==> config.mk <==
export PLATFORM = sky130hd
export DESIGN_NAME = priority_mixer
export DESIGN_NICKNAME = d
export VERILOG_FILES = /design/src/common/palette_pkg.sv /design/src/common/video_pkg.sv /design/src/hw/priority_mixer.sv
export SDC_FILE = /design/constraint.sdc
export NUM_CORES = 1
export LEC_CHECK = 0
export ABC_AREA = 0
export BUFFER_PORTS_ARGS = -buffer_cell sky130_fd_sc_hd__buf_2
export CORE_MARGIN = 5
export CORE_UTILIZATION = 42
export DETAILED_ROUTE_END_ITERATION = 12
export HOLD_SLACK_MARGIN = 0.15
export PLACE_DENSITY = 0.73
export SLEW_MARGIN = 20
export SYNTH_ARGS = -nofsm -noshare
export SYNTH_HDL_FRONTEND = slang
export SYNTH_SLANG_ARGS = --single-unit
==> constraint.sdc <==
create_clock -name clk_6md -period 11.6 [get_ports clk_6md]
set_clock_uncertainty 0.1 [all_clocks]
set_input_delay 1.16 -clock clk_6md [delete_from_list [all_inputs] [get_ports clk_6md]]
set_output_delay 1.16 -clock clk_6md [all_outputs]
set_load 0.05 [all_outputs]
==> src/common/palette_pkg.sv <==
package palette_pkg;

	//////////////////////////////////////////////////////////////////////
	// Colour lookup types
	//////////////////////////////////////////////////////////////////////

	// Two banks of 256 entries
	localparam int unsigned PROM_DEPTH = 512;

	// Mixer output, PROM low address bits
	typedef logic [7:0] clut_index_t;

	// Bank bit on top of the index
	typedef struct packed {
		logic        bank;
		clut_index_t index;
	} prom_addr_t;

	// Red/green PROM, green in the high nibble
	typedef struct packed {
		logic [3:0] green;
		logic [3:0] red;
	} prom_rg_t;

	// Blue PROM, one nibble
	typedef struct packed {
		logic [3:0] blue;
	} prom_b_t;

	// Final video, sync is composite (hsync OR vsync)
	typedef struct packed {
		logic       sync;
		logic       blank;
		logic [3:0] red;
		logic [3:0] green;
		logic [3:0] blue;
	} video_out_t;

endpackage

==> src/common/video_pkg.sv <==
package video_pkg;

	//////////////////////////////////////////////////////////////////////
	// Raster geometry
	//////////////////////////////////////////////////////////////////////

	// Horizontal, in pixel clocks
	localparam int unsigned H_TOTAL      = 64;
	localparam int unsigned H_ACTIVE     = 48;
	localparam int unsigned H_SYNC_START = 52;
	localparam int unsigned H_SYNC_END   = 58;

	// Vertical, in lines
	localparam int unsigned V_TOTAL      = 40;
	localparam int unsigned V_ACTIVE     = 32;
	localparam int unsigned V_SYNC_START = 34;
	localparam int unsigned V_SYNC_END   = 36;

	// Counter widths
	localparam int unsigned HCOUNT_W = 6;
	localparam int unsigned VCOUNT_W = 6;

	// Layer count and beam-to-video delay
	localparam int unsigned NUM_LAYERS   = 4;
	localparam int unsigned PIPE_LATENCY = 4;

	typedef logic [HCOUNT_W-1:0] hcount_t;
	typedef logic [VCOUNT_W-1:0] vcount_t;

	// Beam position plus decoded flags
	typedef struct packed {
		hcount_t hcount;
		vcount_t vcount;
		logic    hsync;
		logic    vsync;
		logic    blank;
	} beam_t;

	//////////////////////////////////////////////////////////////////////
	// Layers and host writes
	//////////////////////////////////////////////////////////////////////

	// Colour 0 is transparent
	typedef struct packed {
		logic [7:0] color;
		logic [1:0] prio;
	} layer_pixel_t;

	// Decoded write for one layer
	typedef struct packed {
		logic       ram_we;
		logic       ctrl_we;
		logic [8:0] addr;
		logic [7:0] data;
	} layer_wr_t;

	// Host write destinations
	typedef enum logic [2:0] {
		TGT_LAYER_RAM  = 3'd0,
		TGT_LAYER_CTRL = 3'd1,
		TGT_PROM_RG    = 3'd2,
		TGT_PROM_B     = 3'd3,
		TGT_BANK       = 3'd4
	} host_target_e;

	// Raw host write, single-cycle strobe
	typedef struct packed {
		logic         strobe;
		host_target_e target;
		logic [1:0]   layer;
		logic [8:0]   addr;
		logic [7:0]   data;
	} host_wr_t;

endpackage

==> src/hw/priority_mixer.sv <==
`timescale 1ns/1ps

module priority_mixer (
	input  logic                      clk_6md,
	input  logic                      reset,
	input  video_pkg::beam_t          beam,
	input  video_pkg::layer_pixel_t   pixels [video_pkg::NUM_LAYERS],
	output palette_pkg::clut_index_t  index,
	output video_pkg::beam_t          beam_out
);

	// Winner so far
	video_pkg::layer_pixel_t best;
	logic                    found;

	// Beam held back to line up with the layer pixels
	video_pkg::beam_t        beam_q;

	//////////////////////////////////////////////////////////////////////
	// Priority select
	//////////////////////////////////////////////////////////////////////

	always_comb begin
		found = 1'b0;
		best  = '0;
		// Ascending scan, strict compare keeps lower layer on a tie
		for (int i = 0; i < video_pkg::NUM_LAYERS; i++) begin
			if ((pixels[i].color != '0) && (!found || (pixels[i].prio > best.prio))) begin
				found = 1'b1;
				best  = pixels[i];
			end
		end
	end

	//////////////////////////////////////////////////////////////////////
	// Output register
	//////////////////////////////////////////////////////////////////////

	always_ff @(posedge clk_6md) begin
		if (reset) begin
			beam_q   <= '0;
			index    <= '0;
			beam_out <= '0;
		end else begin
			// All transparent leaves best cleared, so index 0
			index    <= best.color;
			// Layer fetch delay, then this stage
			beam_q   <= beam;
			beam_out <= beam_q;
		end
	end

endmodule

==> metrics.md, run 1 <==
| Metric | Value |
|---|---|
| Status | `finished clean` |
| CTS Sinks | `38` |
| Vias in the first global route | `1380` |
| Syn Area/Cell | `9.75 um2` |
| Initial antenna violation count | `0` |
| Fmax achieved | `0.171 GHz` |
| Hold_buf cts | `0` |
| Hold Violations, Final | `0` |
| Final nets | `309` |
| CP Class | `in2reg` |
| Crit share post-route | `0.503` |
| Count of pins over their slew limit | `0` |
| ANT nets after route | `0` |
| Slew Limit Headroom | `0.518` |
| I/O pins | `80` |
| DR iter-0 viols | `39` |
| Core area | `3690 um2` |
| Hold EP | `beam_out[5]` |
| CTS tree | `yes` |
| Total negative slack | `0 ns` |
| Ant diodes | `0` |
| Gpl congestion | `0.887` |
| Grt ovf | `0` |
| Clock Latency Late Sink | `0.28 ns` |
| Mapped Nets | `229` |
| First-pass GRT wire length | `6030 um` |
| Worst EP required | `11.69 ns` |
| RSZ-0062 raised after global routing | `no` |
| Largest net degree at the start of global routing | `34` |
| Overall routed net length | `3840 um` |
| FF-to-FF Start | `beam_q[13]` |
| Initial core utilization | `0.439` |
| Cts repair resizes | `0` |
| WHS Path Cells | `1` |
| Startpoint Class | `input port` |
| Worst-case reg-to-reg path depth | `1` |
| Die X | `72.1 um` |
| R2r endpoint | `beam_out[13]` |
| CTS H-Tree Depth | `2` |
| Netlist cell types | `27` |
| Drt wl/cell | `13.0 um` |
| Sequential-to-total area share from yosys stat | `0.470` |
| Via count | `1451` |
| Final setup viols | `0` |
| Synthesis-to-layout area growth | `32.1%` |
| Fraction of layout cells with a size suffix above 1 | `0.393` |
| FF+latch count, synth | `38` |
| Fin crit period | `5.83 ns` |
| Post-Place Worst Slack | `5.18 ns` |
| PortBufs | `79` |
| Reg clk slew, reported paths | `0.07 ns` |
| Clock root buffer master | `clkbuf_8` |
| Critical Path AT | `5.92 ns` |
| Cell Area, Synth | `1620 um2` |
| Post-CTS setup buffer count | `0` |
| Clock Path Buffers | `2` |
| Initial DRT Pass Iterations | `4` |
| Setup crit end kind | `register` |
| HPWL after DPL | `3200 um` |
| Final WS setup | `5.77 ns` |
| Ys Warns | `0` |
| Synth Instances | `166` |
| CP Max Fanout | `11` |
| Worst-Margin Slew | `0.718 ns` |
| Power Density | `160 nW/um2` |
| Tot GR Track Use | `0.151` |
| Maxcap violations | `0` |
| Row count | `22` |
| Die ar. | `5190 um2` |
| VDD IR-drop max | `51.8 uV` |
| Filler cells | `344` |
| Vias per cell | `4.92` |
| Chip height | `72.1 um` |
| Min-delay src | `beam_q[5]` |
| Drt drc | `0` |
| Leak | `1.05 nW` |
| Worst hold-check path type | `reg2reg` |
| Cts bufs inserted | `5` |
| Flop2flop setup slack | `10.96 ns` |
-- routing by layer --
layer,wire length [um],part of all wire,up-vias,track usage
met5,0,0,-,0
met4,108,0.028,0,0.0898
li1,-,-,737,-
met1,1590,0.41,629,0.169
met2,1760,0.46,73,0.246
met3,388,0.10,12,0.0554
-- synthesized netlist by cell type, drive strengths merged --
library cell / number / share of area
a211oi: 12 / 0.056
a21o: 3 / 0.014
a221oi: 2 / 0.011
a2bb2oi: 1 / 0.0054
and2: 2 / 0.0085
and4: 1 / 0.0062
buf: 2 / 0.010
clkbuf: 4 / 0.0093
dfxtp: 38 / 0.47
ha: 6 / 0.046
inv: 11 / 0.026
mux2: 3 / 0.028
nand2: 15 / 0.039
nand4: 1 / 0.0039
nor2: 9 / 0.021
nor2b: 33 / 0.13
nor4: 8 / 0.049
o211ai: 1 / 0.0046
o21a: 1 / 0.0046
o21ai: 4 / 0.015
o31ai: 9 / 0.045
-- layout make-up --
| class | count | area [um2] | area share |
|---|---|---|---|
| sequential | 38 | 761 | 0.356 |
| clock buffer | 6 | 82.6 | 0.0386 |
| inverter | 11 | 41.3 | 0.0193 |
| tap | 48 | 60.1 | 0.0281 |
| clock inverter | 2 | 12.5 | 0.00585 |
| timing repair buffer | 79 | 395 | 0.185 |
| multi-input combinational | 111 | 785 | 0.367 |
-- per-stage QoR --
stage	instances	hold slack, ns	total power, mW	cell area [um2]	util
after global placement	287	0.315	0.254	2040	0.554
after detailed placement	287	0.320	0.256	2040	0.554
after floorplan	166	0.314	0.226	1620	-
final	295	0.335	0.342	2140	0.579
after global routing	295	0.345	0.362	2140	0.579
after CTS	295	0.337	0.346	2140	0.579
-- worst max-delay path by stage --
stage                     startpoint  endpoint  cells past startpoint
after floorplan           pixels[32]  index[0]                     22
after CTS                 pixels[39]  index[3]                     21
after global placement    pixels[39]  index[1]                     21
after global routing      pixels[39]  index[7]                     21
final                     pixels[39]  index[7]                     21
after detailed placement  pixels[39]  index[3]                     21
-- registers in the layout, indices dropped and copies added (netlist names) --
| name | cells |
|---|---|
| beam_out | 15 |
| beam_q | 15 |
| index | 8 |
-- power breakdown --
part / internal, mW / switching, mW
Combinational: 0.0347 / 0.0719
Sequential: 0.143 / 0.00233
Clock: 0.0476 / 0.0422
Total: 0.226 / 0.116
-- worst max-delay path: stages --
cell and delay, ns:
buf_2 0.12, nor4_4 0.37, nand2_4 0.14, nand2_1 0.12, ha_1 0.24, nor2b_1 0.14
o21ai_2 0.28, a21o_1 0.40, mux2_4 0.34, ha_1 0.29, nor2b_1 0.13, a2bb2oi_1 0.13
o21ai_1 0.57, nor2_1 0.09, a21o_1 0.18, ha_1 0.27, nor2b_1 0.14, o21ai_0 0.15
o21ai_0 0.10, a21o_1 0.24, o31ai_1 0.28
-- layout by cell type (no fill, tap or decap) --
master and n:
a211oi_1 12, a21o_1 3, a221oi_1 2, a2bb2oi_1 1, and2_1 1, and2_2 1, and4_2 1, buf_2 79
clkbuf_8 6, clkinv_2 1, clkinvlp_4 1, dfxtp_1 38, ha_1 6, inv_1 11, mux2_4 3, nand2_1 14
nand2_4 1, nand4_1 1, nor2_1 9, nor2b_1 33, nor4_1 6, nor4_4 2, o211ai_1 1, o21a_1 1
o21ai_0 2, o21ai_1 1, o21ai_2 1, o31ai_1 8, o31ai_2 1
-- kinds of logic (layout without fill, tap and decap cells) --
| logic type | after synthesis | count (layout) | share of synthesized area |
|---|---|---|---|
| buffers and inverters | 17 | 98 | 0.0449 |
| muxes | 3 | 3 | 0.0278 |
| AOI/OAI and AO/OA | 33 | 33 | 0.155 |
| and+or+nand+nor | 69 | 69 | 0.256 |
| adders and majority gates | 6 | 6 | 0.0464 |
| DFF | 38 | 38 | 0.470 |
(Power assumes the default switching activity.)
==> run 2, diff against run 1 <==
- CORE_UTILIZATION: 42 -> 41
- PLACE_DENSITY: 0.73 -> 0.75
- clock period: 11.6 -> 4.9 ns (I/O delays scaled with it)
==> run 2 against run 1 <==
  * Cell area is 0.29% higher
  * Non-clock buffer count is 3 higher
  * Critical path depth is the same
  * Via count fell by 0.76%
  * Routed wire length shrank 3.5%
  * Combinational power grew 140%
  * Utilization shrank 0.68 points
  * Largest cell class unchanged
==> metrics.md, run 2 (synthesized netlist as in run 1, its figures left out) <==
| Metric | Value |
|---|---|
| Biggest regs | `beam_out (15), beam_q (15), index (8)` |
| Count of pins over their slew limit | `0 (unchanged)` |
| R2r endpoint | `beam_out[1]` |
| CP Launch Point | `pixels[32]` |
| Chip height | `72.8 um (+1.0%)` |
| Initial core utilization | `0.432 (-0.00645)` |
| RSZ-0062 raised after global routing | `no` |
| Gpl congestion | `0.843 (-5.0%)` |
| CP Max Fanout | `10 (-1)` |
| Row count | `22 (unchanged)` |
| Hold_buf cts | `0 (unchanged)` |
| Grt ovf | `0 (unchanged)` |
| ANT nets after route | `0 (unchanged)` |
| Die ar. | `5300 um2 (+2.1%)` |
| Via count | `1440 (-0.76%)` |
| Final Util | `0.573 (-0.00685)` |
| Drt drc | `0 (unchanged)` |
| Flop2flop setup slack | `4.24 ns (-6.72 ns)` |
| CP Class | `in2reg` |
| Critical-path cell list | `buf_2 -> nor4_4 -> nand2_4 -> and2_2 -> ha_1 -> nand2_1 -> o21ai_2 -> a21o_1 -> mux2_4 -> ha_1 -> nor2b_1 -> a2bb2oi_1 -> o21ai_1 -> nor2_1 -> a21o_1 -> ha_1 -> nor2b_1 -> o21ai_0 -> o21ai_0 -> a21o_1 -> o31ai_1` |
| Most frequent cells in the layout | `buf_2 (79), dfxtp_1 (38), nor2b_1 (33), nand2_1 (14), a211oi_1 (12)` |
| PortBufs | `79 (unchanged)` |
| Fraction of layout cells with a size suffix above 1 | `0.398 (+0.00488)` |
| Cts bufs inserted | `5 (unchanged)` |
| Power Density | `370 nW/um2 (+130%)` |
| Status | `finished clean` |
| Clock Latency Late Sink | `0.28 ns (about the same)` |
| VDD IR-drop max | `126 uV (+140%)` |
| Clock root buffer master | `clkbuf_8` |
| Filler cells | `356 (+3.5%)` |
| Tot GR Track Use | `0.148 (-0.00368)` |
| FF-to-FF Start | `beam_q[1]` |
| Worst-case reg-to-reg path depth | `1 (unchanged)` |
| Fmax achieved | `0.225 GHz` |
| Setup crit end | `index[3]` |
| Die X | `72.8 um (+1.0%)` |
| Vias in the first global route | `1432 (+3.8%)` |
| Initial DRT Pass Iterations | `4 (unchanged)` |
| I/O pins | `80 (unchanged)` |
| Ant diodes | `0 (unchanged)` |
| Drt wl/cell | `12.5 um (-4.2%)` |
| Clock Path Buffers | `2 (unchanged)` |
| Commonest non-fill, non-tap cell in the layout | `buf_2` |
| Initial antenna violation count | `0 (unchanged)` |
| Leak | `1.06 nW (+1.0%)` |
| First-pass GRT wire length | `6110 um (+1.4%)` |
| Worst EP required | `4.98 ns (-6.71 ns)` |
| Critical Path AT | `4.53 ns (-1.39 ns)` |
| HPWL after DPL | `3120 um (-2.3%)` |
| Total negative slack | `0 ns (unchanged)` |
| CTS H-Tree Depth | `2 (unchanged)` |
| Setup crit end kind | `register` |
| Worst hold-check path type | `in2reg` |
| Crit share post-route | `0.907` |
| Overall routed net length | `3710 um (-3.5%)` |
| Synthesis-to-layout area growth | `32.5%` |
| CTS Sinks | `38 (unchanged)` |
| Startpoint Class | `input port` |
| Critical-path top delay cell | `nor4_4` |
| Final nets | `312 (+0.97%)` |
| Hold Violations, Final | `0 (unchanged)` |
| Reg clk slew, reported paths | `0.07 ns (about the same)` |
| CTS tree | `yes` |
| Core area | `3740 um2 (+1.5%)` |
| Delay of the slowest critical-path stage | `0.36 ns (-0.21 ns)` |
| Slew Limit Headroom | `0.632 (+0.114)` |
| Maxcap violations | `0 (unchanged)` |
| Final setup viols | `0 (unchanged)` |
| Fin crit period | `4.45 ns` |
| DR iter-0 viols | `38 (-2.6%)` |
| Largest net degree at the start of global routing | `34 (unchanged)` |
| Vias per cell | `4.85 (-1.4%)` |
| Worst-Margin Slew | `0.549 ns (-0.169 ns)` |
-- run 2: how the worst min path moves through the flow --
stage,startpoint,end,slack [ns],depth (start not counted)
2_1_floorplan,beam_q[0],beam_out[0],0.31,1
3_3_place_gp,beam_q[0],beam_out[0],0.32,1
3_5_place_dp,beam_q[4],beam_out[4],0.32,1
4_1_cts,beam[9],beam_q[9],0.30,2
5_1_grt,beam[7],beam_q[7],0.31,2
6_report,beam[9],beam_q[9],0.31,2
-- run 2: what timing repair did --
item,CTS,global route
setup buffers,0,0
gates resized for setup,0,1
setup endpoints to repair,0,1
-- run 2: critical path: cells and delay by family --
family,cells,cell delay [ns]
buffers and inverters,1,0.12
AO/OA/AOI/OAI,9,1.60
adder cells (fa/ha/maj),3,0.83
multiplexers,1,0.31
AND/OR/NAND/NOR,7,1.16
-- run 2: per-stage QoR --
stage	power (mW)	area [um2]	instances	setup slack, ns	hold WS (ns)
global placement	0.607	2060	290	0.195	0.316
detailed placement	0.610	2060	290	0.0197	0.323
CTS	0.802	2140	297	0.305	0.303
finish	0.793	2140	297	0.454	0.311
floorplan	0.535	1620	166	0.165	0.314
global route	0.842	2140	297	0.154	0.312
-- run 2: area by class of cell --
cell class,instances,area [um2],share of cell area
repair buffers,82,418,0.195
flip-flops and latches,38,761,0.355
inverters,11,41.3,0.0193
clock buffers,5,68.8,0.0321
well taps,48,60.1,0.0280
multi-input cells,111,785,0.366
clock inverters,2,10.0,0.00467
-- run 2: report_power, final --
| part | internal [mW] | total [mW] | switching (mW) |
|---|---|---|---|
| registers | 0.339 | 0.345 | 0.00565 |
| logic | 0.0871 | 0.256 | 0.169 |
| clock network | 0.0952 | 0.192 | 0.0969 |
| total | 0.521 | 0.793 | 0.272 |
-- run 2: routing by layer --
metal,vias to the layer above,routed length [um],global-route usage
li1,741,-,-
met1,621,1510,0.169
met2,71,1680,0.244
met3,7,446,0.0579
met4,0,72,0.0615
met5,-,0,0
==> run 3, diff against run 2 <==
- CELL_PAD_IN_SITES_DETAIL_PLACEMENT: default -> 0
- CELL_PAD_IN_SITES_GLOBAL_PLACEMENT: default -> 2
- CORE_UTILIZATION: 41 -> 23
- CTS_CLUSTER_DIAMETER: default -> 40
- PLACE_DENSITY: 0.75 -> 0.74
==> run 3 against run 2 <==
  * Fmax is 1.1% lower
  * Sequential cell count stayed put
  * Combinational power hardly changed
  * Total power is 15% higher
  * Register-to-register slack better by 0.02 ns
  * Sequential power hardly changed
  * Largest power group unchanged
==> metrics.md, run 3 (synthesized netlist as in run 1, its figures left out) <==
| Metric | Value |
|---|---|
| Status | `finished clean` |
| HPWL after DPL | `3380 um (+8.2%)` |
| Non-filler cells, final | `347 (+17%)` |
| Post-Place Worst Slack | `0.109 ns (+0.0894 ns)` |
| Maxcap violations | `0 (unchanged)` |
| Row count | `30 (+36%)` |
| Largest net degree at the start of global routing | `34 (unchanged)` |
| I/O pins | `80 (unchanged)` |
| Biggest regs | `beam_out (15), beam_q (15), index (8)` |
| Die ar. | `8810 um2 (+66%)` |
| Reg clk slew, reported paths | `0.08 ns (about the same)` |
| First-pass GRT wire length | `6530 um (+6.8%)` |
| Final instance area | `2270 um2 (+5.9%)` |
| Worst hold-check path type | `in2reg` |
| DR iter-0 viols | `54 (+42%)` |
| Cts repair resizes | `0 (unchanged)` |
| Most frequent cells in the layout | `buf_2 (79), dfxtp_1 (38), nor2b_1 (33), nand2_1 (14), a211oi_1 (12)` |
| Synthesis-to-layout area growth | `40.3%` |
| Crit share post-route | `0.917 (+0.00980)` |
| Critical-path top delay cell | `o21ai_0` |
| VDD IR-drop max | `158 uV (+25%)` |
| Clock Path Buffers | `2 (unchanged)` |
| CTS H-Tree Depth | `2 (unchanged)` |
| Pwr Total | `915 uW (+15%)` |
| Setup crit end kind | `register` |
| Ant diodes | `0 (unchanged)` |
| RSZ-0062 raised after global routing | `no` |
| Critical Path AT | `4.57 ns (+0.04 ns)` |
| Grt ovf | `0 (unchanged)` |
| Leak | `1.09 nW (+2.7%)` |
| Delay of the slowest critical-path stage | `0.39 ns (+0.03 ns)` |
| Worst EP required | `4.98 ns (about the same)` |
| Tot GR Track Use | `0.0940 (-0.0538)` |
| CP Max Fanout | `8 (-2)` |
| CTS tree | `yes` |
| Vias in the first global route | `1396 (-2.5%)` |
| Worst-Margin Slew | `0.560 ns (+0.0111 ns)` |
| Total negative slack | `0 ns (unchanged)` |
| Vias per cell | `4.01 (-17%)` |
| Overall routed net length | `3980 um (+7.4%)` |
| Initial core utilization | `0.237 (-0.195)` |
| Min Hold Slack | `0.310 ns (-0.000714 ns)` |
| Hold Violations, Final | `0 (unchanged)` |
| Cts bufs inserted | `5 (unchanged)` |
| CP Class | `in2reg` |
| Die X | `93.9 um (+29%)` |
| Clock Latency Late Sink | `0.28 ns (about the same)` |
| Fin crit period | `4.49 ns (+0.0480 ns)` |
| Slew Limit Headroom | `0.627 (-0.00517)` |
| CTS Sinks | `38 (unchanged)` |
| Final Util | `0.332 (-0.240)` |
| Initial antenna violation count | `0 (unchanged)` |
| Drt wl/cell | `11.5 um (-8.0%)` |
| Gpl congestion | `0.859 (+2.0%)` |
| PortBufs | `79 (unchanged)` |
| Via count | `1392 (-3.3%)` |
| Final nets | `313 (+0.32%)` |
| Core area | `6830 um2 (+82%)` |
| Commonest non-fill, non-tap cell in the layout | `buf_2` |
| Critical-path cell list | `buf_2 -> nor4_4 -> nand2_4 -> and2_2 -> ha_1 -> nand2_1 -> o21ai_2 -> a21o_1 -> mux2_4 -> ha_1 -> nor2b_1 -> a2bb2oi_1 -> o21ai_0 -> nor2_1 -> a21o_1 -> ha_1 -> nor2b_1 -> o21ai_0 -> o21ai_0 -> a21o_1 -> o31ai_1` |
| Placed insts | `339 (+17%)` |
| ANT nets after route | `0 (unchanged)` |
| Power Density | `403 nW/um2 (+9.0%)` |
| Drt drc | `0 (unchanged)` |
| Chip height | `93.9 um (+29%)` |
| Initial DRT Pass Iterations | `4 (unchanged)` |
| Clock root buffer master | `clkbuf_8` |
| Area post-placement | `2130 um2 (+3.3%)` |
| Hold_buf cts | `0 (unchanged)` |
| Startpoint Class | `input port` |
| Count of pins over their slew limit | `0 (unchanged)` |
| Fmax achieved | `0.223 GHz (-1.1%)` |
| Post-CTS setup buffer count | `0 (unchanged)` |
| Final WS setup | `0.406 ns (-0.0480 ns)` |
| Final setup viols | `0 (unchanged)` |
| Fraction of layout cells with a size suffix above 1 | `0.402 (+0.00480)` |
==> run 3: routing by layer <==
metal  vias to the layer above  global-route usage  wire [um]
met1                       588               0.117       1680
li1                        739                   -          -
met5                         -                   0          0
met3                         5              0.0248        372
met4                         0              0.0397         72
met2                        60               0.153       1850
==> run 3: worst max-delay path, delay by kind of cell <==
| family | cells | cell delay (ns) |
|---|---|---|
| adders and majority gates | 3 | 0.82 |
| and+or+nand+nor | 7 | 1.09 |
| muxes | 1 | 0.31 |
| buffers and inverters | 1 | 0.12 |
| AOI/OAI and AO/OA | 9 | 1.75 |
==> run 3: power breakdown <==
group | leakage [nW] | internal, mW | switching [mW]
logic | 0.704 | 0.0869 | 0.171
clock network | 0.0683 | 0.204 | 0.108
registers | 0.315 | 0.339 | 0.00652
total | 1.09 | 0.630 | 0.286
==> run 3: cell type report <==
class,instances,area [um2]
clock buffers,5,68.8
clock inverters,3,68.8
fillers,718,4560
inverters,11,41.3
multi-input cells,111,785
flip-flops and latches,38,761
well taps,96,120
repair buffers,83,425
==> run 3: worst paths after layout <==
path,from,to,slack (ns),cells past startpoint
setup / recovery,pixels[32],index[1],0.41,21
hold / removal,beam[5],beam_q[5],0.31,2
setup reg to reg,beam_q[4],beam_out[4],4.26,1
hold reg to reg,beam_q[11],beam_out[11],0.33,1
